**src/logic/memPkg.sv**
```systemverilog
`default_nettype none

package memPkg;

    // Widths with a meaning of their own
    typedef logic [31:0] wordT;      // Data word on the bus and in the RAM
    typedef logic [31:0] byteAddrT;  // Byte address as issued by the core
    typedef logic [1:0]  accSizeT;   // Access size tag

    // Access size codes, same encoding as the core's width select
    localparam accSizeT sizeWord = 2'b00;
    localparam accSizeT sizeByte = 2'b01;
    localparam accSizeT sizeHalf = 2'b10;
    // Code 3 is illegal and is answered with err

    // Address bit 16 splits memory (clear) from registers (set)
    localparam int regWinBit = 16;

    // Register byte offsets inside the register window
    localparam logic [3:0] regProtectLimit = 4'h0;  // RW word index, stores below it fail
    localparam logic [3:0] regFaultCount   = 4'h4;  // RO, any write clears
    localparam logic [3:0] regFaultAddr    = 4'h8;  // RO, last faulting byte address

    // Master side of the Wishbone classic bus
    typedef struct packed {
        logic     cyc;
        logic     stb;
        logic     we;
        byteAddrT adr;
        wordT     dat;
        accSizeT  size;          // Address tag
        logic     unsignedLoad;  // Address tag, zero-extend sub-word loads
    } wbReqT;

    // Slave answer, ack or err for one cycle
    typedef struct packed {
        logic ack;
        logic err;
        wordT dat;
    } wbRspT;

endpackage

`default_nettype wire

```
**src/logic/loadFormat.sv**
```systemverilog
`timescale 1ns/1ps
`default_nettype none

// Sign or zero extension of lane-aligned load data
module loadFormat
    import memPkg::*;
(
    input  accSizeT size,
    input  logic    unsignedLoad,
    input  wordT    rawData,      // Already shifted down by the RAM
    output wordT    loadData
);

    logic byteFill;  // Extension bit for byte loads
    logic halfFill;  // Extension bit for halfword loads

    // Zero fill when the unsigned tag is set
    assign byteFill = rawData[7] && !unsignedLoad;
    assign halfFill = rawData[15] && !unsignedLoad;

    always_comb begin
        case (size)
            sizeByte: begin
                loadData = {{24{byteFill}}, rawData[7:0]};   // LB / LBU
            end
            sizeHalf: begin
                loadData = {{16{halfFill}}, rawData[15:0]};  // LH / LHU
            end
            default: begin
                loadData = rawData;  // LW passes through
            end
        endcase
    end

endmodule

`default_nettype wire

```
**config.mk**
```make
export PLATFORM = sky130hd
export DESIGN_NAME = loadFormat
export DESIGN_NICKNAME = d
export VERILOG_FILES = /design/src/logic/memPkg.sv /design/src/logic/loadFormat.sv
export SDC_FILE = /design/constraint.sdc
export NUM_CORES = 1
export LEC_CHECK = 0
export BUFFER_PORTS_ARGS = -buffer_cell sky130_fd_sc_hd__buf_2
export CORE_MARGIN = 3
export CORE_UTILIZATION = 29
export DETAILED_ROUTE_END_ITERATION = 16
export PLACE_DENSITY = 0.88
export SYNTH_ARGS = -nofsm -noshare
export SYNTH_HDL_FRONTEND = slang
export SYNTH_SLANG_ARGS = --single-unit
```
**constraint.sdc**
```tcl
create_clock -name vclk -period 1.9
set_clock_uncertainty 0.15 [all_clocks]
set_input_delay 0.19 -clock vclk [all_inputs]
set_output_delay 0.19 -clock vclk [all_outputs]
set_load 0.02 [all_outputs]
```
Word-level counts from Yosys, hierarchy flattened
Index checks and enable logic that the tools add are counted.

Equality and inequality tests: 2. Mux-type cells: 1. Reductions and logical operators: 3.

Operators by type and width (count): case mux 32 bit (2 select lines) (1); == test 2 x 1 -> 1 bit (second input constant) (1); == test 2 bit (second input constant) (1); logical AND 1 bit (2); zero test 1 bit (1).

Register bits after elaboration: 0. Input bits: 35. Output and inout bits: 32. Logic and storage cells: 6.

Longest topological paths before layout
Depth after elaboration: 3. Mapped depth: 7.

Worst setup path before layout
No wires, ideal clock.

Kind: input to output. From: input size[0]. To: output loadData[16]. Data arrival time: 1461 ps. Slack: 99 ps. Stages on the path: 6. Buffers on the path: 2. Path through: inv_1 > ha_1 > buf_6 > or2_1 > buf_6 > o21ai_0.

Cells in the longest elaborated chain, start to end: 2. Elaborated cells on any way between the ends: 3.

Ends and longest elaborated chain: start: declaration (line loadFormat.sv:8) `input accSizeT size,`; == test 2 bit or == test 2 x 1 -> 1 bit (tied branches) (line loadFormat.sv:22) `case (size)`; case mux 32 bit (2 select lines) (*) (line loadFormat.sv:22); end: declaration (line loadFormat.sv:11) `output wordT loadData`.

Mark *: on every way between the ends. The rest lies on a longest branch, timed or not.

Final worst setup path
From: input size[0]. To: output loadData[11].

Same word-level chain as after synthesis.

==> impl_metrics.csv <==
group,metric,value,unit
hold_path,whs_path_depth,0,
setup_path,crit_fanout,8,
setup_path,crit_start,"size[0]",
finish,syn_to_final_growth,48.7,%
timing,fin_crit_sh,0.892,
timing,slew-limit-headroom,0.731,
routing,drc,0,
setup_path,setup.worst_path.start_class,"input pin",
logic_synthesis,synth_top_area_share,0.154,
hold_path,hold-path-endpoint,"loadData[1]",
routing,num_vias,527,
clock_tree,holdBufCountCts,0,
timing,setup_tns,0,ns
logic_synthesis,syn-num-nets,100,
global_route,antenna_found_initial,0,
clock_tree,cts_resized,0,
finish,fin_util,0.489,
pwr,p_int,89.3,uW
timing,holdWs,0.230,ns
logic_synthesis,synth_top_cell_by_area,"a21o_1",
clock_tree,post_cts_buffers,0,
floorplan,fp.dieW,42.7,um
pwr,power.share.combinational,1.000,
pwr,p_clk_frac,0,
run_status,status,"completed",
floorplan,ios,67,
routing,firstDrtPassIters,4,
finish,diodes,0,
pwr,p_per_area,397,nW/um2
finish,seq_cell_count,0,
timing,final-max-slew-violation-count,0,
routing,finalWirelength,1260,um
global_route,gr-usage-met1,0.183,
timing,finalSetupViolations,0,
routing,wl_per_cell,10.8,um
pwr,total_power,230,uW
floorplan,fp.dieH,42.7,um
finish,finalNonFillerCells,117,
hold_path,holdCritStartpoint,"rawData[1]",
logic_synthesis,yosys_warnings,0,
floorplan,die_area,1820,um2
logic_synthesis,yosys-top-cells-area,"a21o_1 (15%), buf_4 (15%), nand2_1 (15%)",
pwr,sequentialPowerShare,0,
global_route,grt_max_degree,17,
timing,fin_crit,1.70,ns
global_route,gr-usage-met3,0.0127,
finish,final_nets,142,
finish,drive_gt1_frac,0.563,
global_route,grt_pass1_vias,466,
logic_synthesis,synth.most_common_cell,"nand2_1",
logic_synthesis,synth_common_cells,"nand2_1 (16), o21ai_1 (9), a21o_1 (8), buf_4 (8), o21ai_0 (6)",
timing,rsz0062_at_grt,"false",
timing,hold_viol_final,0,
place,dp.cells,117,
finish,seq_area,0,um2
logic_synthesis,seq_area_frac_synth,0,
routing,drt-vias-per-instance,4.50,
place,place.gp.congestion,0.735,
setup_path,path_class,"input pin to output port",
logic_synthesis,synth_cell_types,14,
run,drv_cap,0,
setup_path,crit_arrival,1.36,ns
pwr,switching_power,141,uW
global_route,grt_use_met2,0.234,
pwr,swShare,0.612,
timing,tightest_slew,0.403,ns
routing,drtAntennaViolNets,0,
place,place.detailed.hpwl,1080,um
floorplan,core_area,1190,um2
logic_synthesis,synthCells,63,
logic_synthesis,synth.avg_cell_area,6.20,um2
global_route,gr-total-overflow,0,
routing,drtIter0Drc,2,
finish,n_clock_buffer,0,
setup_path,crit_required,1.56,ns
hold_path,hp-class,"input pin to output port",
setup_path,end_kind,"output port",
floorplan,start_util,0.329,
pwr,power.leakage,0.411,nW
global_route,track_usage,0.133,
place,numPortBuffers,53,
global_route,grt_pass1_wl,2080,um
pwr,peakVddDrop,0.204,mV
timing,timing.fmax,590,MHz
floorplan,fp-row-count,12,
global_route,grt.busiest_layer,"met2",
logic_synthesis,netlist_area,390,um2
worst max path at each step:
stage	endpoint	slack [ns]
2_1_floorplan	loadData[16]	0.1
3_3_place_gp	loadData[16]	0.11
3_5_place_dp	loadData[16]	0.1
4_1_cts	loadData[16]	0.09
5_1_grt	loadData[8]	0.10
6_report	loadData[11]	0.20
cell usage in the layout, fill, tap and decap left out, drive strengths merged:
cell / n
buf: 55
nand2: 16
o21ai: 16
a21o: 8
inv: 2
ha: 2
or2: 2
a22oi: 1
nor4bb: 1
through the flow:
step / area [um2] / setup WS [ns]
floorplan: 390 / 0.0989
global placement: 578 / 0.107
global route: 581 / 0.104
finish: 581 / 0.204
detailed placement: 578 / 0.0962
CTS: 578 / 0.0857
metal layers:
metal  routed length, um  part of all wire
met1                 492              0.39
met2                 687              0.55
met3                  80             0.064
met4                   0                 0
met5                   0                 0
cell families after synthesis:
group,synth area share
and+or+nand+nor,0.212
adders and majority gates,0.0641
AOI/OAI and AO/OA,0.423
buffers and inverters,0.301
critical path, cell delays in order:
cell and delay [ns]:
buf_2 0.09, inv_1 0.04, ha_1 0.32, nor4bb_1 0.27, buf_4 0.20, a21o_1 0.09
buf_2 0.16
area by class of cell:
class	count	area, um2
Timing Repair Buffer	55	280
Fill cell	124	606
Tap cell	14	17.5
Multi-Input combinational cell	46	275
Inverter	2	7.51
power by group through the flow:
stage               clock [mW]  combinational, mW  sequential, mW
floorplan                    0              0.177               0
global placement             0              0.226               0
detailed placement           0              0.231               0
CTS                          0              0.232               0
global route                 0              0.253               0
finish                       0              0.230               0
No activity file was read; power rests on OpenSTA's default activity.
