$ cat config.mk
export PLATFORM = sky130hd
export DESIGN_NAME = wbMemSlave
export DESIGN_NICKNAME = d
export VERILOG_FILES = /design/src/logic/memPkg.sv /design/src/logic/wbMemSlave.sv
export SDC_FILE = /design/constraint.sdc
export NUM_CORES = 1
export LEC_CHECK = 0
export BUFFER_PORTS_ARGS = -buffer_cell sky130_fd_sc_hd__buf_2
export CORE_AREA = 2 2 118 120
export CTS_CLUSTER_DIAMETER = 50
export DETAILED_ROUTE_END_ITERATION = 10
export DIE_AREA = 0 0 120 122
export SLEW_MARGIN = 20
export SYNTH_ARGS = -nofsm -noshare
export SYNTH_HDL_FRONTEND = slang
export SYNTH_SLANG_ARGS = --single-unit
$ cat constraint.sdc
create_clock -name clk -period 2.3 [get_ports clk]
set_clock_uncertainty 0.2 [all_clocks]
set_input_delay 0.23 -clock clk [delete_from_list [all_inputs] [get_ports clk]]
set_output_delay 0.23 -clock clk [all_outputs]
set_load 0.02 [all_outputs]
$ cat src/logic/memPkg.sv
`default_nettype none

package memPkg;

    // Widths with a meaning of their own
    typedef logic [31:0] wordT;      // Data word on the bus and in the RAM
    typedef logic [31:0] byteAddrT;  // Byte address as issued by the core
    typedef logic [1:0]  accSizeT;   // Access size tag

    // Access size codes, same encoding as the core's width select
    localparam accSizeT sizeWord = 2'b00;
    localparam accSizeT sizeByte = 2'b01;
    localparam accSizeT sizeHalf = 2'b10;
    // Code 3 is illegal and is answered with err

    // Address bit 16 splits memory (clear) from registers (set)
    localparam int regWinBit = 16;

    // Register byte offsets inside the register window
    localparam logic [3:0] regProtectLimit = 4'h0;  // RW word index, stores below it fail
    localparam logic [3:0] regFaultCount   = 4'h4;  // RO, any write clears
    localparam logic [3:0] regFaultAddr    = 4'h8;  // RO, last faulting byte address

    // Master side of the Wishbone classic bus
    typedef struct packed {
        logic     cyc;
        logic     stb;
        logic     we;
        byteAddrT adr;
        wordT     dat;
        accSizeT  size;          // Address tag
        logic     unsignedLoad;  // Address tag, zero-extend sub-word loads
    } wbReqT;

    // Slave answer, ack or err for one cycle
    typedef struct packed {
        logic ack;
        logic err;
        wordT dat;
    } wbRspT;

endpackage

`default_nettype wire

$ cat src/logic/wbMemSlave.sv
`timescale 1ns/1ps
`default_nettype none

// Wishbone classic slave in front of the data RAM and control registers
module wbMemSlave
    import memPkg::*;
#(
    parameter int addrWidth = 10
) (
    input  logic                 clk,
    input  logic                 rstN,
    input  wbReqT                bus,
    output wbRspT                rsp,
    output logic                 memEn,
    output logic                 memWe,
    output logic [addrWidth-1:0] wordIdx,
    output accSizeT              size,
    output logic [1:0]           lane,
    output wordT                 wdata,
    output logic                 regSel,
    output logic                 regWe,
    output logic [1:0]           regOffset,
    output wordT                 regWdata,
    output logic                 faultPulse,
    output byteAddrT             faultAddr,
    output accSizeT              fmtSize,      // Registered at accept for the formatter
    output logic                 fmtUnsigned,
    input  logic [addrWidth-1:0] protectLimit,
    input  wordT                 memLoadData,
    input  wordT                 regRdata
);

    logic ackQ;
    logic errQ;
    logic srcRegQ;     // Registers answered the read
    logic accept;
    logic isReg;
    logic misaligned;
    logic regBad;
    logic protFault;
    logic fault;

    // One request in flight, busy while ack or err is up
    assign accept = bus.cyc && bus.stb && !ackQ && !errQ;
    assign isReg  = bus.adr[regWinBit];

    always_comb begin
        case (bus.size)
            sizeWord: misaligned = bus.adr[1:0] != 2'b00;
            sizeHalf: misaligned = bus.adr[0];
            sizeByte: misaligned = 1'b0;
            default:  misaligned = 1'b1;  // Code 3
        endcase
    end

    assign regBad    = isReg && (bus.size != sizeWord);  // Registers are word only
    assign protFault = !isReg && bus.we && (wordIdx < protectLimit);
    assign fault     = misaligned || regBad || protFault;

    // Memory side, gated off on any fault
    assign memEn   = accept && !isReg && !fault;
    assign memWe   = memEn && bus.we;
    assign wordIdx = bus.adr[addrWidth+1:2];
    assign size    = bus.size;
    assign lane    = bus.adr[1:0];
    assign wdata   = bus.dat;

    // Register side
    assign regSel    = accept && isReg && !fault;
    assign regWe     = regSel && bus.we;
    assign regOffset = bus.adr[3:2];
    assign regWdata  = bus.dat;

    assign faultPulse = accept && fault;
    assign faultAddr  = bus.adr;

    always_ff @(posedge clk or negedge rstN) begin
        if (!rstN) begin
            ackQ <= 1'b0;
            errQ <= 1'b0;
        end else begin
            ackQ <= accept && !fault;  // High for the one cycle after accept
            errQ <= accept && fault;
        end
    end

    // Response source and load tags
    always_ff @(posedge clk) begin
        if (accept) begin
            srcRegQ     <= isReg;
            fmtSize     <= bus.size;
            fmtUnsigned <= bus.unsignedLoad;
        end
    end

    always_comb begin
        rsp.ack = ackQ;
        rsp.err = errQ;
        rsp.dat = srcRegQ ? regRdata : memLoadData;
    end

endmodule

`default_nettype wire

After elaboration in Yosys (flattened, before gate mapping)
Cells that the tools add are included.

Register bits after elaboration: 6. Input bits: 146.

Muxes and demuxes: 2. Reduce and logical (&&, ||, !) cells: 23. Equality and inequality tests: 2. Magnitude comparators: 1.

Operators by type and width (number): $mux W32 (1); $logic_and A1 B1 Y1 (14); $lt A10 B10 Y1 (1); $logic_not A1 Y1 (4); $reduce_bool A2 Y1 (2); $pmux W1 S3 (1); $eq A2 B1 Y1 const B (1); $eq A2 B2 Y1 const B (1); $logic_not A2 Y1 (1); $logic_or A1 B1 Y1 (2).

Depth between registers and ports, before layout
Depth in word-level cells: 7. Depth in mapped cells: 6. Gate-level depth less buffers: 6.

Worst setup path after synthesis
Ideal clock, no wire load.

Kind: input-to-output. From: in protectLimit[3]. To: out memEn. Arrival: 1.482 ns. Setup slack: 0.388 ns. Path buffers: 0. Cell stages on the path: 6. Path through: inv_1 > ha_1 > a211oi_1 > nor2_1 > a31oi_2 > a211oi_1.

Cells in the longest elaborated chain, start to end: 5.

RTL lines: start, declared (RTL line wbMemSlave.sv:28) `input logic [addrWidth-1:0] protectLimit,`; $lt A10 B10 Y1 (RTL line wbMemSlave.sv:57) `assign protFault = !isReg && bus.we && (wordIdx < protectLimit);`; $logic_and A1 B1 Y1 (RTL line wbMemSlave.sv:57); $logic_or A1 B1 Y1 (RTL line wbMemSlave.sv:58) `assign fault = misaligned || regBad || protFault;`; $logic_not A1 Y1 (RTL line wbMemSlave.sv:61) `assign memEn = accept && !isReg && !fault;`; $logic_and A1 B1 Y1 (RTL line wbMemSlave.sv:61); end, declared (RTL line wbMemSlave.sv:14) `output logic memEn,`.

Every way passes these cells.

Worst setup path in the final report
From: in bus[40] (netlist bit). To: out memEn.

Cells in the longest elaborated chain, start to end: 5.

RTL lines: start, declared (RTL line wbMemSlave.sv:12) `input wbReqT bus,`; $lt A10 B10 Y1 (RTL line wbMemSlave.sv:57); $logic_and A1 B1 Y1 (RTL line wbMemSlave.sv:57); $logic_or A1 B1 Y1 (RTL line wbMemSlave.sv:58); $logic_not A1 Y1 (RTL line wbMemSlave.sv:61); $logic_and A1 B1 Y1 (RTL line wbMemSlave.sv:61).

Every way passes these cells.

==> out/results.md <==
Outcome
• **status** completed

Synthesis
• **area share of the leading cell type in the synthesized netlist** 0.482
• **Synth area leaders** buf_4, mux2_2, edfxtp_1, ha_1, dfrtp_1
• **syn_area_per_cell** 8.62 um^2
• **Yosys warning count** 0
• **number of flip-flops and latches in the synthesized netlist** 6
• **count leader, synth** buf_4
• **Cell Area, Synth** 0.00178 mm^2
• **largest area contributor in the netlist** buf_4
• **count of mapped cells out of synthesis** 206
• **commonest register cell after synthesis** edfxtp_1
• **number of enable-type register cells in the synthesized netlist** 4
• **net count after synthesis** 361
• **number of distinct library cells after synthesis** 30
• **sequential share of the synthesized area** 0.0958
• **fraction of registers with async set or reset after synthesis** 0.333
• **ranking of synthesized cells by instance count** buf_4, mux2_2, inv_1

Global routing
• **largest net degree at the start of global routing** 33
• **total gr overflow** 0
• **global-route usage over all layers** 0.0724
• **global-route wire length before repair** 7.92 mm
• **via count of the first global-routing pass** 1442
• **antenna violations before repair** 0

Pwr
• **total power of the final layout** 796 uW
• **cell-internal power** 523 uW
• **part of the total power dissipated in sequential elements** 0.157
• **power density relative to cell area** 383 mW/mm^2
• **switching share of power** 0.343
• **Sw Pwr** 273 uW
• **highest ir drop seen on vdd** 0.000181 V
• **power share of the combinational group** 0.483
• **relative contribution of the clock network to total power** 0.359
• **Lkg Pwr** 0.00111 uW

Critical path
• **kind of end point of the critical path** primary output
• **CP max stage cell** a211oi_1
• **buffers and inverters on the worst path** 2
• **register-to-register setup slack** 1.00 ns
• **startpoint of the lowest-slack register-to-register path** ackQ$_DFF_PN0_
• **delay of the slowest cell on the worst path** 0.33 ns
• **Setup crit end** memEn
• **endpoint of the lowest-slack register-to-register path** srcRegQ$_DFFE_PP_
• **Worst Setup Start Kind** primary input
• **cell breakdown of the critical path** buf_2 -> ha_1 -> a211oi_1 -> nor2_1 -> a31oi_2 -> a211oi_1 -> buf_2
• **critical path class** in2out
• **worst-path maximum fanout** 5
• **data required time at the worst endpoint** 1.87 ns
• **R2R depth** 2
• **Crit. Startpoint** bus[40]
• **top cell family by delay on the critical path** compound AO/OA/AOI/OAI gates
• **path length in cells of the critical path** 7
• **worst endpoint data arrival time** 1.66 ns

Drt
• **detailed-routing iteration count for the pre-antenna-repair pass** 4
• **wire length on met2** 2.71 mm
• **routed length on met1** 2.26 mm
• **Routed WL** 5.88 mm
• **routed len/inst** 13.3 um
• **detail-routed via count per cell** 3.39
• **antenna-violating nets left** 0
• **number of vias after detailed routing** 1497
• **DRC violation count after routing** 0
• **sum of met3 wire segment lengths after detailed routing** 786 um
• **1st-iter DRT viols** 33
• **uppermost layer routed** met4

Placement
• **estimated wirelength of the detail-placed design** 5.30 mm
• **area post-placement** 0.00198 mm^2
• **number of I/O port buffers** 165
• **gp weighted congestion** 0.689

Floorplan
• **core footprint** 0.0135 mm^2
• **die area** 0.0146 mm^2
• **std cell rows** 43
• **die span in x** 120 um
• **die height** 122 um
• **Ports** 300
• **initial core utilization** 0.132

Clock tree
• **CTS tree** built
• **cell at the root of the clock tree** clkbuf_16
• **clock transition at the register clock pins on the worst setup and hold paths after CTS** 0.03 ns
• **worst-skew pair later-pin latency** 0.22 ns
• **total clock buffers created by CTS** 3
• **clk sinks** 6
• **Max clock buf depth** 2
• **H-tree depth** 1

Timing
• **Tmin final** 2.09 ns
• **number of endpoints failing setup at the final stage** 0
• **Fmax achieved** 478 MHz
• **hold violation total from the final report** 0
• **worst slew pin tran** 0.281 ns
• **setup repair after global routing missed its margin** false
• **Setup TNS Final** 0 ns
• **Rel. slew slack** 0.812
• **number of pins with negative max-slew slack in the final report** 0
• **final cycle utilization of the critical path** 0.909

Layout
• **post-route design area** 0.00208 mm^2
• **final layout net count** 417
• **proportion of layout cells with a drive suffix above 1** 0.785
• **antenna diode count** 0
• **post-synthesis to final-layout area growth** 17.0%

Worst hold path
• **hold crit path type** in2reg

Job
• **MaxCap Viol Count** 0

## power groups by stage
stage / Sequential (uW) / Clock (uW) / Combinational (uW)
floorplan: 129 / 0 / 448
global placement: 127 / 0 / 387
detailed placement: 127 / 0 / 389
CTS: 125 / 294 / 394
global route: 126 / 304 / 420
finish: 125 / 286 / 385
## placed cells by master, fill, tap and decap left out, types with 2 or more instances in the layout
cell type / instances
dlygate4sd3_1: 2
nor2_1: 2
a21oi_1: 2
ha_1: 9
dfrtp_1: 2
a211oi_1: 5
inv_1: 11
mux2_2: 30
buf_2: 165
clkbuf_16: 3
edfxtp_1: 4
nand2_1: 4
mux2_1: 2
## how the worst min path moves through the flow
| stage | slack [ns] | end | cells past startpoint | start |
|---|---|---|---|---|
| global route | 0.08 | fmtSize[1]$_DFFE_PP_ | 1 | bus[2] |
| CTS | 0.07 | fmtSize[1]$_DFFE_PP_ | 1 | bus[2] |
| global placement | -0.18 | ackQ$_DFF_PN0_ | 1 | rstN |
| detailed placement | -0.18 | ackQ$_DFF_PN0_ | 1 | rstN |
| finish | 0.06 | fmtSize[1]$_DFFE_PP_ | 1 | bus[2] |
| floorplan | -0.27 | ackQ$_DFF_PN0_ | 0 | rstN |
## logic make-up (layout without fill, tap and decap cells)
kind of cell,after synthesis,after routing,synth area share
buffers and inverters,129,184,0.515
and+or+nand+nor,15,15,0.0563
AOI/OAI and AO/OA,15,15,0.0662
muxes,32,32,0.203
DFF,6,6,0.0958
adders and majority gates,9,9,0.0634
## layout make-up
| type | instances | area (um^2) |
|---|---|---|
| inverter | 11 | 41.3 |
| sequential | 6 | 170 |
| tap | 180 | 225 |
| multi-input combinational | 71 | 691 |
| fill | 1548 | 11400 |
| clock buffer | 4 | 78.8 |
| timing repair buffer | 169 | 873 |
## sequential cells by signal, summed over array words and instances, names as in the netlist
register,cells
fmtSize,2
errQ,1
fmtUnsigned,1
srcRegQ,1
ackQ,1
## repair_timing
item,in CTS,in global routing
gates resized for setup,0,0
buffers inserted,0,0
hold endpoints to repair,3,0
hold buffers,2,0
## metal layers
| layer | vias to the layer above | GRT usage |
|---|---|---|
| li1 | 688 | - |
| met1 | 632 | 0.0800 |
| met2 | 155 | 0.127 |
| met3 | 22 | 0.0309 |
| met4 | 0 | 0.0199 |
| met5 | - | 0 |
## metrics by stage
step / instances / utilization / hold slack (ns) / setup WS [ns]
floorplan: 206 / - / -0.266 / 0.388
global placement: 435 / 0.147 / -0.183 / 0.159
detailed placement: 435 / 0.147 / -0.181 / 0.154
CTS: 441 / 0.154 / 0.0675 / 0.141
global route: 441 / 0.154 / 0.0773 / 0.0607
finish: 441 / 0.154 / 0.0574 / 0.209
No activity file was read; power rests on OpenSTA's default activity.
