**src/logic/memPkg.sv**
```systemverilog
`default_nettype none

package memPkg;

    // Widths with a meaning of their own
    typedef logic [31:0] wordT;      // Data word on the bus and in the RAM
    typedef logic [31:0] byteAddrT;  // Byte address as issued by the core
    typedef logic [1:0]  accSizeT;   // Access size tag

    // Access size codes, same encoding as the core's width select
    localparam accSizeT sizeWord = 2'b00;
    localparam accSizeT sizeByte = 2'b01;
    localparam accSizeT sizeHalf = 2'b10;
    // Code 3 is illegal and is answered with err

    // Address bit 16 splits memory (clear) from registers (set)
    localparam int regWinBit = 16;

    // Register byte offsets inside the register window
    localparam logic [3:0] regProtectLimit = 4'h0;  // RW word index, stores below it fail
    localparam logic [3:0] regFaultCount   = 4'h4;  // RO, any write clears
    localparam logic [3:0] regFaultAddr    = 4'h8;  // RO, last faulting byte address

    // Master side of the Wishbone classic bus
    typedef struct packed {
        logic     cyc;
        logic     stb;
        logic     we;
        byteAddrT adr;
        wordT     dat;
        accSizeT  size;          // Address tag
        logic     unsignedLoad;  // Address tag, zero-extend sub-word loads
    } wbReqT;

    // Slave answer, ack or err for one cycle
    typedef struct packed {
        logic ack;
        logic err;
        wordT dat;
    } wbRspT;

endpackage

`default_nettype wire

```
**src/logic/memCtrlRegs.sv**
```systemverilog
`timescale 1ns/1ps
`default_nettype none

// Protect limit plus fault status registers
module memCtrlRegs
    import memPkg::*;
#(
    parameter int addrWidth = 10
) (
    input  logic                 clk,
    input  logic                 rstN,
    input  logic                 sel,
    input  logic                 we,
    input  logic [1:0]           offset,       // Word offset in the window
    input  wordT                 wdata,
    input  logic                 faultPulse,
    input  byteAddrT             faultAddr,
    output wordT                 rdata,
    output logic [addrWidth-1:0] protectLimit  // Stores below this word index fail
);

    wordT     faultCount;     // Saturating
    byteAddrT lastFaultAddr;
    logic     limitWr;
    logic     countWr;

    assign limitWr = sel && we && (offset == regProtectLimit[3:2]);
    assign countWr = sel && we && (offset == regFaultCount[3:2]);  // Write of any value clears

    always_ff @(posedge clk or negedge rstN) begin
        if (!rstN) begin
            protectLimit  <= '0;  // Nothing protected
            faultCount    <= '0;
            lastFaultAddr <= '0;
        end else begin
            if (limitWr) begin
                protectLimit <= wdata[addrWidth-1:0];
            end
            // Clear wins, a fault never coincides with a register write
            if (countWr) begin
                faultCount <= '0;
            end else if (faultPulse && (faultCount != '1)) begin
                faultCount <= faultCount + 1'b1;
            end
            if (faultPulse) begin
                lastFaultAddr <= faultAddr;
            end
        end
    end

    // Read data held for the ack cycle
    always_ff @(posedge clk) begin
        if (sel && !we) begin
            case (offset)
                regProtectLimit[3:2]: rdata <= wordT'(protectLimit);
                regFaultCount[3:2]:   rdata <= faultCount;
                regFaultAddr[3:2]:    rdata <= lastFaultAddr;
                default:              rdata <= '0;  // Unmapped slot
            endcase
        end
    end

endmodule

`default_nettype wire

```
**config.mk**
```make
export PLATFORM = sky130hd
export DESIGN_NAME = memCtrlRegs
export DESIGN_NICKNAME = d
export VERILOG_FILES = /design/src/logic/memPkg.sv /design/src/logic/memCtrlRegs.sv
export SDC_FILE = /design/constraint.sdc
export NUM_CORES = 1
export LEC_CHECK = 0
export ABC_AREA = 0
export BUFFER_PORTS_ARGS = -buffer_cell sky130_fd_sc_hd__clkbuf_2
export CORE_MARGIN = 2
export CORE_UTILIZATION = 25
export DETAILED_ROUTE_END_ITERATION = 7
export PLACE_DENSITY = 0.39
export REMOVE_ABC_BUFFERS = 1
export SLEW_MARGIN = 20
export SYNTH_ARGS = -nofsm -noshare
export SYNTH_HDL_FRONTEND = slang
export SYNTH_SLANG_ARGS = --single-unit
```
**constraint.sdc**
```tcl
create_clock -name clk -period 4 [get_ports clk]
set_clock_uncertainty 0.2 [all_clocks]
set_input_delay 0.6 -clock clk [delete_from_list [all_inputs] [get_ports clk]]
set_output_delay 0.6 -clock clk [all_outputs]
set_load 0.005 [all_outputs]
```
[Word level (Yosys, flattened, before mapping)]
Index checks and enable logic that the tools add are counted.
Widths: inputs -> output; s select.
Storage, ports and cells
  register bits: 106
  input bits: 71
  word-level logic and storage cells: 19
Cells by class
  add/subtract/negate cells: 1
  equality and inequality tests: 3
  multiplexer cells: 3
  reductions and logical operators: 8
Operator list (number)
  $pmux 32 s3: 1
  $mux 32: 2
  $add 32x1->32 const B: 1
  $ne 32x32->1 const B: 1
  $logic_and 1x1->1: 5
  $eq 2x1->1 const B: 1
  $eq 2x2->1 const B: 1
  $logic_not 2->1: 1
  $reduce_bool 2->1: 1
  $logic_not 1->1: 1

[Depth between registers and ports, before layout]
Gate-level depths: netlist (run 1).
  depth after elaboration: 4
  depth in mapped cells: 6

[Worst setup path before layout (run 1)]
Ideal clock, no wire load.
  kind: input -> register
  from: in we
  to: reg rdata[0] (enable)
  setup time: 0.425 ns
  arrival: 2.052 ns
  slack: 1.322 ns
  stages: 1
  path buffers: 0
  path through: nor2b_1
Between the ends
  cells in the longest elaborated chain, start to end: 2
RTL lines
  start: declaration: RTL line memCtrlRegs.sv:13  | input logic we,
  $logic_not 1->1: RTL line memCtrlRegs.sv:53  | if (sel && !we) begin
  $logic_and 1x1->1: RTL line memCtrlRegs.sv:53
  end signal: assignment: RTL line memCtrlRegs.sv:55  | regProtectLimit[3:2]: rdata <= wordT'(protectLimit);
  end signal: assignment: RTL line memCtrlRegs.sv:56  | regFaultCount[3:2]: rdata <= faultCount;
  end signal: assignment: RTL line memCtrlRegs.sv:57  | regFaultAddr[3:2]: rdata <= lastFaultAddr;
  end: declaration: RTL line memCtrlRegs.sv:18  | output wordT rdata,
Every way passes these cells.
A chain may end at the register's enable or synchronous reset.

[Final worst setup path (run 1)]
  from: reg faultCount[24]
  to: reg faultCount[5]
Between the ends
  cells in the longest elaborated chain, start to end: 3
RTL lines
  start: declaration: RTL line memCtrlRegs.sv:22  | wordT faultCount;
  start signal: assignment: RTL line memCtrlRegs.sv:43  | faultCount <= faultCount + 1'b1;
  $ne 32x32->1: RTL line memCtrlRegs.sv:42  | end else if (faultPulse && (faultCount != '1)) begin
  $logic_and 1x1->1: RTL line memCtrlRegs.sv:42
  $reduce_bool 2->1 (no source line)
Every way passes these cells.

==> results of run 1 <==
-- area by class of cell --
cell class / count / area share
timing repair buffer: 94 / 0.0814
multi-input combinational: 259 / 0.337
clock inverter: 3 / 0.0109
inverter: 4 / 0.00251
sequential: 106 / 0.471
clock buffer: 13 / 0.0419
tap: 265 / 0.0555
-- state kept, by name (all words and copies together), names as in the netlist --
name           cells
lastFaultAddr     32
protectLimit      10
faultCount        32
rdata             32
-- cells in the mapped netlist, types with 2 or more instances --
library cell and number:
a21oi_1 15, a22o_1 22, and3_1 3, and4_1 2, buf_1 4, buf_2 2, clkbuf_1 11, dfrtp_1 74
edfxtp_1 32, inv_1 4, mux2_1 6, mux2_2 36, mux2i_1 10, nand2_1 29, nand3_1 10, nand4_1 5
nand4_2 3, nor2_1 17, nor2b_1 3, nor3_1 4, nor3_2 2, nor3_4 2, nor4_2 2, o2111ai_1 2
o211ai_1 3, o21ai_0 19, o21ai_1 5, o31ai_1 2, or2_2 3, or3_1 14, or4_1 6, or4_4 2
xnor2_1 7, xor2_1 7
-- per-stage QoR --
stage	setup WS, ps	util	hold slack [ps]	area [um2]
2_1_floorplan	1010	-	104	4830
3_3_place_gp	1420	0.293	290	5660
3_5_place_dp	1370	0.293	296	5660
4_1_cts	1490	0.309	254	5970
5_1_grt	1320	0.309	141	5980
6_report	1550	0.309	73.3	5980
-- cell usage in the layout (no fill, tap or decap), types with 4 or more instances in the layout --
cell / instances
buf_4: 4
dfrtp_1: 74
xnor2_1: 7
mux2_2: 36
a21oi_1: 15
a22o_1: 22
clkbuf_2: 89
nand3_1: 10
mux2i_1: 10
xor2_1: 7
nor3_1: 4
edfxtp_1: 32
mux2_1: 6
nand2_1: 29
nor2_1: 17
clkbuf_16: 9
or3_1: 14
o21ai_0: 19
nand4_1: 5
or4_1: 6
o21ai_1: 5
inv_1: 4
-- path summary, 6_finish.rpt --
path	slack (ps)	to	start	cells after the start
max	1550	faultCount[5]$_DFFE_PN0P_	faultCount[24]$_DFFE_PN0P_	5
min	70	protectLimit[6]$_DFFE_PN0P_	rstN	1
max reg2reg	1550	faultCount[5]$_DFFE_PN0P_	faultCount[24]$_DFFE_PN0P_	5
min reg2reg	310	lastFaultAddr[18]$_DFFE_PN0P_	lastFaultAddr[18]$_DFFE_PN0P_	1
max in group asynchronous	3010	faultCount[7]$_DFFE_PN0P_	rstN	1
min in group clk	260	protectLimit[0]$_DFFE_PN0P_	wdata[0]	2
-- worst reg2reg max path, delay by kind of cell (launching register included) --
family / cells / cell delay [ps]
and+or+nand+nor: 4 / 1600
DFF: 1 / 470
AOI/OAI and AO/OA: 1 / 60
-- logic make-up (layout without fill, tap and decap cells) --
logic type      Yosys count  in the layout
compound gates           77             77
buf+inv                  22            114
simple gates            115            115
fa+ha+maj                 1              1
flops                   106            106
mux                      52             52
xor+xnor                 14             14
-- per-layer routing --
metal,track usage,up-vias,share of wire
li1,-,1627,-
met1,0.154,1667,0.47
met2,0.186,78,0.47
met3,0.0368,10,0.054
met4,0.0294,0,0.011
met5,0,-,0
-- report_power, final --
group | internal [mW] | switching, mW | total (mW) | leakage, nW
clock | 0.566 | 0.385 | 0.951 | 0.154
combinational | 0.137 | 0.141 | 0.279 | 1.09
sequential | 1.22 | 0.0828 | 1.30 | 1.24
==> flow_metrics.py, run 1 <==
metrics = {
    "layout": {
        "multiInputGateArea_mm2": 0.00201,
        "fin_nets": 546,
        "instances_no_fill": 744,
        "syn_to_final_growth_pct": 21.8,
        "drive_gt1_frac": 0.351,
        "diodes": 0,
        "fill_cells": 1993,
        "regArea_mm2": 0.00281,
    },
    "die": {
        "die_y_um": 144,
        "num_io_pins": 113,
        "die_area_mm2": 0.0208,
        "core_region_area_mm2": 0.0193,
        "die_x_um": 144,
        "start_util": 0.254,
        "rows": 51,
    },
    "power_and_ir_drop": {
        "cellLeakagePower_nw": 2.48,
        "finalPower_mw": 2.53,
        "vdd_ir_drop_max_v": 0.000203,
        "powerDensity_mw_per_mm2": 424,
    },
    "clocking": {
        "postCtsHoldBufs": 0,
        "numCtsBuffers": 9,
        "cts_resized": 0,
        "clockBufferDepth": 2,
        "clkTransAtPathRegs_ps": 70,
        "cts_root_buf": "clkbuf_16",
        "cts_htree_levels": 3,
        "postCtsSetupBuffers": 0,
        "clock_sinks": 106,
        "clkLatencyLatePin_ps": 350,
        "cts_tree": "built",
    },
    "placed_design": {
        "hpwl_um": 7990,
        "gp_congestion": 0.767,
        "placed_cells": 728,
        "place.port_buffers": 90,
    },
    "synthesis": {
        "synthArstFlopShare": 0.698,
        "synth-seq-cells": 106,
        "synthMuxAreaShare": 0.117,
        "synth-main-ff-cell": "dfrtp_1",
        "synth-warning-count": 0,
        "yosys.area_share.xor_xnor": 0.0250,
        "synth_edf_count": 32,
        "synth_compound_area_frac": 0.117,
        "synthCells": 387,
        "synth_top_area_frac": 0.378,
        "ys_top_cells_by_area": "dfrtp_1, edfxtp_1, mux2_2",
        "synth_adder_area_share": 0.00255,
        "yosysSeqAreaShare": 0.573,
        "ys_types": 53,
        "yosysTopAreaCell": "dfrtp_1",
        "syn_avg_cell_area_um2": 12.7,
        "synth_top_family_by_area": "simple AND/OR/NAND/NOR gates",
        "netlist_area_mm2": 0.00490,
        "synth-simple-area-share": 0.146,
    },
    "route": {
        "vias": 3382,
        "routedWlPerCell_um": 15.5,
        "drc": 0,
        "drt_first_iter_violations": 128,
        "detail_route.first_pass.iterations": 4,
        "totalWireLength_um": 11500,
        "drtAntennaViolNets": 0,
        "vias_per_cell": 4.55,
    },
    "worst_setup_path": {
        "critPathTopFamily": "simple AND/OR/NAND/NOR gates",
        "cp_slowest_stage_delay_ps": 840,
        "cp_cell_sequence": "nand4_2, or4_1, nor3_4, or3_1, a21oi_1",
        "path_max_fanout": 10,
        "cp-start-kind": "flop",
        "crit_arrival_ps": 2470,
        "crit_buf_inv": 0,
        "criticalPathCategory": "reg2reg",
        "crit_required_ps": 4010,
        "cpMaxStageDelayCell": "or4_1",
        "critPathCaptureType": "flop",
    },
    "run": {
        "drv_cap": 0,
    },
    "grt": {
        "grt_max_degree": 75,
        "grt_pass1_wl_um": 18800,
        "grt_usage": 0.116,
        "grt_pass1_vias": 3502,
        "antenna_found_initial": 0,
        "grt-ovfl-total": 0,
    },
    "sta": {
        "fin_setup_tns_ps": 0,
        "final-setup-viol-count": 0,
        "finalCriticalPeriod_ps": 2450,
        "worst_pin_slew_ps": 1000,
        "fmax_mhz": 408,
        "post-route-period-util": 0.613,
        "finalHoldViolations": 0,
        "rsz0062_at_grt": "false",
        "final_max_slew_viol_count": 0,
        "slew_headroom": 0.330,
    },
    "worst_hold_path": {
        "hp-class": "in2async",
    },
    "status": {
        "status": "complete, no violations",
    },
}
Note: power is estimated with default switching activity, not from simulation.
==> inputs of run 2 (changes only) <==
clock period = 2.5 ns   (was 4 ns; I/O delays follow)
==> run 2 against run 1 <==
Net effect: clock power increased by 75%; global-route usage increased by 0.49 points; die area unchanged; routed wire length increased by 3.7%; flip-flop and latch count unchanged; largest power group unchanged.
==> flow_metrics.py, run 2 (same netlist as run 1, synthesis figures left out) <==
metrics = {
    "worst_setup_path": {
        "r2r_start": "faultCount[0]$_DFFE_PN0P_",
        "crit_required_ps": 2530,
        "crit_buf_inv": 2,
        "critPathCaptureType": "flop",
        "criticalPathCategory": "reg2reg",
        "cp_cell_sequence": "ha_1, inv_1, or4_4, nor3_4, buf_4, or3_1, a21oi_1",
        "critPathTopFamily": "simple AND/OR/NAND/NOR gates",
        "cp-start-kind": "flop",
        "path_max_fanout": 5,
        "cp_slowest_stage_delay_ps": 640,
        "worstSetupStartpoint": "faultCount[0]$_DFFE_PN0P_",
        "cpMaxStageDelayCell": "or4_4",
        "crit_arrival_ps": 2350,
    },
    "die": {
        "core_region_area_mm2": 0.0193,
        "rows": 51,
        "num_io_pins": 113,
        "die_y_um": 144,
        "start_util": 0.254,
        "die_area_mm2": 0.0208,
        "die_x_um": 144,
    },
    "clocking": {
        "numCtsBuffers": 9,
        "cts_tree": "built",
        "clockBufferDepth": 2,
        "clock_sinks": 106,
        "cts_resized": 0,
        "cts_root_buf": "clkbuf_16",
        "clkLatencyLatePin_ps": 360,
        "clkTransAtPathRegs_ps": 70,
        "cts_htree_levels": 3,
    },
    "layout": {
        "reg_top3": "faultCount (32), lastFaultAddr (32), rdata (32)",
        "mostFrequentLayoutCells": "clkbuf_2, dfrtp_1, mux2_2",
        "final_common_cell": "clkbuf_2",
        "fin_nets": 565,
        "diodes": 0,
        "drive_gt1_frac": 0.378,
        "syn_to_final_growth_pct": 25.6,
    },
    "sta": {
        "finalHoldViolations": 0,
        "finalCriticalPeriod_ps": 2320,
        "whs_ps": 40.2,
        "rsz0062_at_grt": "false",
        "fmax_mhz": 432,
        "post-route-period-util": 0.927,
        "final_max_slew_viol_count": 0,
        "final-setup-viol-count": 0,
        "slew_headroom": 0.623,
        "worst_pin_slew_ps": 557,
    },
    "grt": {
        "grt_pass1_vias": 3632,
        "antenna_found_initial": 0,
        "grt_pass1_wl_um": 19500,
        "grt_usage": 0.121,
        "grt_max_degree": 39,
        "grt-ovfl-total": 0,
    },
    "placed_design": {
        "hpwl_um": 8610,
        "gp_congestion": 0.762,
        "place.port_buffers": 90,
    },
    "route": {
        "vias_per_cell": 4.55,
        "drc": 0,
        "detail_route.first_pass.iterations": 4,
        "vias": 3468,
        "drt_first_iter_violations": 107,
        "totalWireLength_um": 11900,
        "drtAntennaViolNets": 0,
        "routedWlPerCell_um": 15.7,
    },
    "power_and_ir_drop": {
        "powerDensity_mw_per_mm2": 684,
        "vdd_ir_drop_max_v": 0.000336,
        "cellLeakagePower_nw": 2.60,
        "finalPower_mw": 4.21,
    },
    "status": {
        "status": "complete, no violations",
    },
    "worst_hold_path": {
        "hp-class": "in2reg",
        "hp-start": "wdata[2]",
    },
    "run": {
        "drv_cap": 0,
    },
}
-- run 2: changes by cell type in the layout (fill, tap and decap cells not counted), sizes merged --
| cell | before | now |
|---|---|---|
| buf | 5 | 23 |
| clkinvlp | 0 | 1 |
| bufinv | 2 | 3 |
| dlygate4sd3 | 0 | 1 |
| clkbuf | 102 | 100 |
-- run 2: cell type report --
cell class | count | area, um2
inverters | 4 | 15.0
multi-input cells | 259 | 2010
clock buffers | 11 | 243
well taps | 265 | 332
fillers | 1964 | 13200
repair buffers | 113 | 641
clock inverters | 5 | 103
flip-flops and latches | 106 | 2810
-- run 2: per-stage QoR --
stage | setup TNS (ps) | worst slack (ps) | cell area (um2) | cells | util
6_report | 0 | 183 | 6160 | 763 | 0.319
5_1_grt | 0 | 23.9 | 6160 | 763 | 0.319
4_1_cts | 0 | 156 | 6140 | 761 | 0.318
3_5_place_dp | 0 | 184 | 5790 | 744 | 0.299
3_3_place_gp | 0 | 222 | 5790 | 744 | 0.299
2_1_floorplan | -3590 | -261 | 4830 | 369 | -
-- run 2: path summary, 6_finish.rpt --
check                                                end  slack (ps)  cells past startpoint
setup / recovery               faultCount[3]$_DFFE_PN0P_         180                      7
hold / removal               protectLimit[2]$_DFFE_PN0P_          40                      2
setup reg to reg               faultCount[3]$_DFFE_PN0P_         180                      7
hold reg to reg             lastFaultAddr[0]$_DFFE_PN0P_         310                      1
max in group asynchronous  lastFaultAddr[26]$_DFFE_PN0P_        1160                      3
min in group asynchronous    protectLimit[2]$_DFFE_PN0P_         340                      2
-- run 2: where the power goes --
part           switching, mW  internal (mW)
Combinational          0.247          0.238
Clock                  0.650           1.01
Sequential             0.121           1.95
-- run 2: worst register-to-register path, cell delays in order (launching register included) --
cell and delay, ps:
dfrtp_1 440, ha_1 260, inv_1 140, or4_4 640, nor3_4 220, buf_4 150
or3_1 100, a21oi_1 60
-- run 2: repair_timing --
item / 4_1_cts / 5_1_grt
setup buffers: 0 / 2
hold buffers: 1 / 0
endpoints found under the hold margin: 37 / 0
endpoints found under the setup margin: 0 / 2
-- run 2: routing by layer --
metal,global-route usage,part of all wire,vias up
met2,0.197,0.47,90
met3,0.0387,0.065,9
met1,0.154,0.46,1703
met4,0.0372,0.010,0
met5,0,0,-
li1,-,-,1666
==> inputs of run 3 (changes only) <==
PLACE_DENSITY = 0.46   (was 0.39)
==> run 3 against run 2 <==
Net effect: combinational power down 4.1%; routed wire length fell by 3.8%; critical endpoint is now faultCount[5]$_DFFE_PN0P_; critical path type unchanged; worst hold slack worse by 8.1 ps; clock-buffer cell count shrank 2; critical path depth is 1 lower; global-route usage decreased by 0.35 points; cell count decreased by 0.66%; sequential share of layout area grew 0.67 points; first-iteration DRC count up 60%; clock power down 14%; maximum frequency increased by 1.6%.
==> flow_metrics.py, run 3 (same netlist as run 1, synthesis figures left out) <==
metrics = {
    "worst_setup_path": {
        "worstSetupStartpoint": "faultCount[0]$_DFFE_PN0P_",
        "criticalPathCategory": "reg2reg",
        "r2r_start": "faultCount[0]$_DFFE_PN0P_",
        "path_max_fanout": 8,
        "cp-start-kind": "flop",
        "critPathCaptureType": "flop",
        "crit_arrival_ps": 2310,
        "crit_required_ps": 2530,
    },
    "power_and_ir_drop": {
        "vdd_ir_drop_max_v": 0.000404,
        "powerDensity_mw_per_mm2": 654,
        "cellLeakagePower_nw": 2.54,
    },
    "clocking": {
        "postCtsHoldBufs": 1,
        "cts_htree_levels": 3,
        "cts_resized": 0,
        "clock_sinks": 106,
        "cts_tree": "built",
        "clockBufferDepth": 2,
        "cts_root_buf": "clkbuf_16",
        "clkLatencyLatePin_ps": 350,
        "postCtsSetupBuffers": 0,
        "numCtsBuffers": 9,
        "clkTransAtPathRegs_ps": 70,
    },
    "layout": {
        "syn_to_final_growth_pct": 23.8,
        "regArea_mm2": 0.00281,
        "multiInputGateArea_mm2": 0.00201,
        "diodes": 0,
        "drive_gt1_frac": 0.373,
        "fin_nets": 560,
        "mostFrequentLayoutCells": "clkbuf_2, dfrtp_1, mux2_2",
        "final_common_cell": "clkbuf_2",
        "fill_cells": 2024,
        "reg_top3": "faultCount (32), lastFaultAddr (32), rdata (32)",
    },
    "sta": {
        "finalCriticalPeriod_ps": 2280,
        "post-route-period-util": 0.912,
        "worst_pin_slew_ps": 551,
        "final-setup-viol-count": 0,
        "final_max_slew_viol_count": 0,
        "slew_headroom": 0.628,
        "fmax_mhz": 439,
        "setup_ws_ps": 220,
        "rsz0062_at_grt": "false",
        "finalHoldViolations": 0,
        "fin_setup_tns_ps": 0,
    },
    "die": {
        "start_util": 0.254,
        "core_region_area_mm2": 0.0193,
        "die_area_mm2": 0.0208,
        "rows": 51,
        "die_x_um": 144,
        "num_io_pins": 113,
        "die_y_um": 144,
    },
    "route": {
        "drtAntennaViolNets": 0,
        "drt_first_iter_violations": 171,
        "drc": 0,
        "routedWlPerCell_um": 15.2,
        "vias_per_cell": 4.52,
        "totalWireLength_um": 11500,
        "vias": 3425,
        "detail_route.first_pass.iterations": 4,
    },
    "grt": {
        "grt_pass1_wl_um": 18800,
        "antenna_found_initial": 0,
        "grt_usage": 0.118,
        "grt_pass1_vias": 3567,
        "grt-ovfl-total": 0,
        "grt_max_degree": 39,
    },
    "placed_design": {
        "place.port_buffers": 90,
        "pre_cts_ws_ps": 213,
        "gp_congestion": 0.827,
        "hpwl_um": 8480,
    },
    "worst_hold_path": {
        "hp-start": "wdata[0]",
        "hp-class": "in2reg",
    },
    "run": {
        "drv_cap": 0,
    },
    "status": {
        "status": "complete, no violations",
    },
}
run 3: critical path: stages, from the launching register on:
cell and delay, ps:
dfrtp_1 430, ha_1 250, inv_1 130, or4_4 630, nor3_4 280, or3_1 170, a21oi_1 70
run 3: cell type report:
cell class	count	area share
Multi-Input combinational cell	259	0.332
Tap cell	265	0.0546
Timing Repair Buffer	108	0.0993
Clock inverter	7	0.0113
Clock buffer	9	0.0371
Sequential cell	106	0.463
Inverter	4	0.00247
run 3: metal layers:
| metal | part of all wire | up-vias | GRT usage |
|---|---|---|---|
| met3 | 0.062 | 8 | 0.0430 |
| met2 | 0.48 | 82 | 0.193 |
| met5 | 0 | - | 0 |
| met4 | 0.010 | 0 | 0.0294 |
| met1 | 0.45 | 1673 | 0.148 |
| li1 | - | 1662 | - |
run 3: stage by stage:
stage	util	hold slack, ps	std cells	instance area [um2]	total power, mW
after global placement	0.298	192	741	5770	2.58
after CTS	0.314	22.4	758	6070	4.04
after detailed placement	0.298	194	741	5770	2.60
final	0.314	32.2	758	6070	3.97
after global routing	0.314	23.7	758	6070	4.19
after floorplan	-	-121	369	4830	2.34
run 3: where the power goes:
part           internal (mW)  switching, mW  leakage [nW]
Combinational          0.230          0.236          1.16
Clock                  0.775          0.645         0.142
Sequential              1.95          0.134          1.24
run 3: final timing paths:
check | endpoint | slack (ps) | depth (start not counted)
min reg2reg | lastFaultAddr[28]$_DFFE_PN0P_ | 310 | 1
min | protectLimit[0]$_DFFE_PN0P_ | 30 | 2
min in group asynchronous | lastFaultAddr[18]$_DFFE_PN0P_ | 320 | 2
max in group asynchronous | lastFaultAddr[30]$_DFFE_PN0P_ | 1140 | 3
max reg2reg | faultCount[5]$_DFFE_PN0P_ | 220 | 6
max | faultCount[5]$_DFFE_PN0P_ | 220 | 6
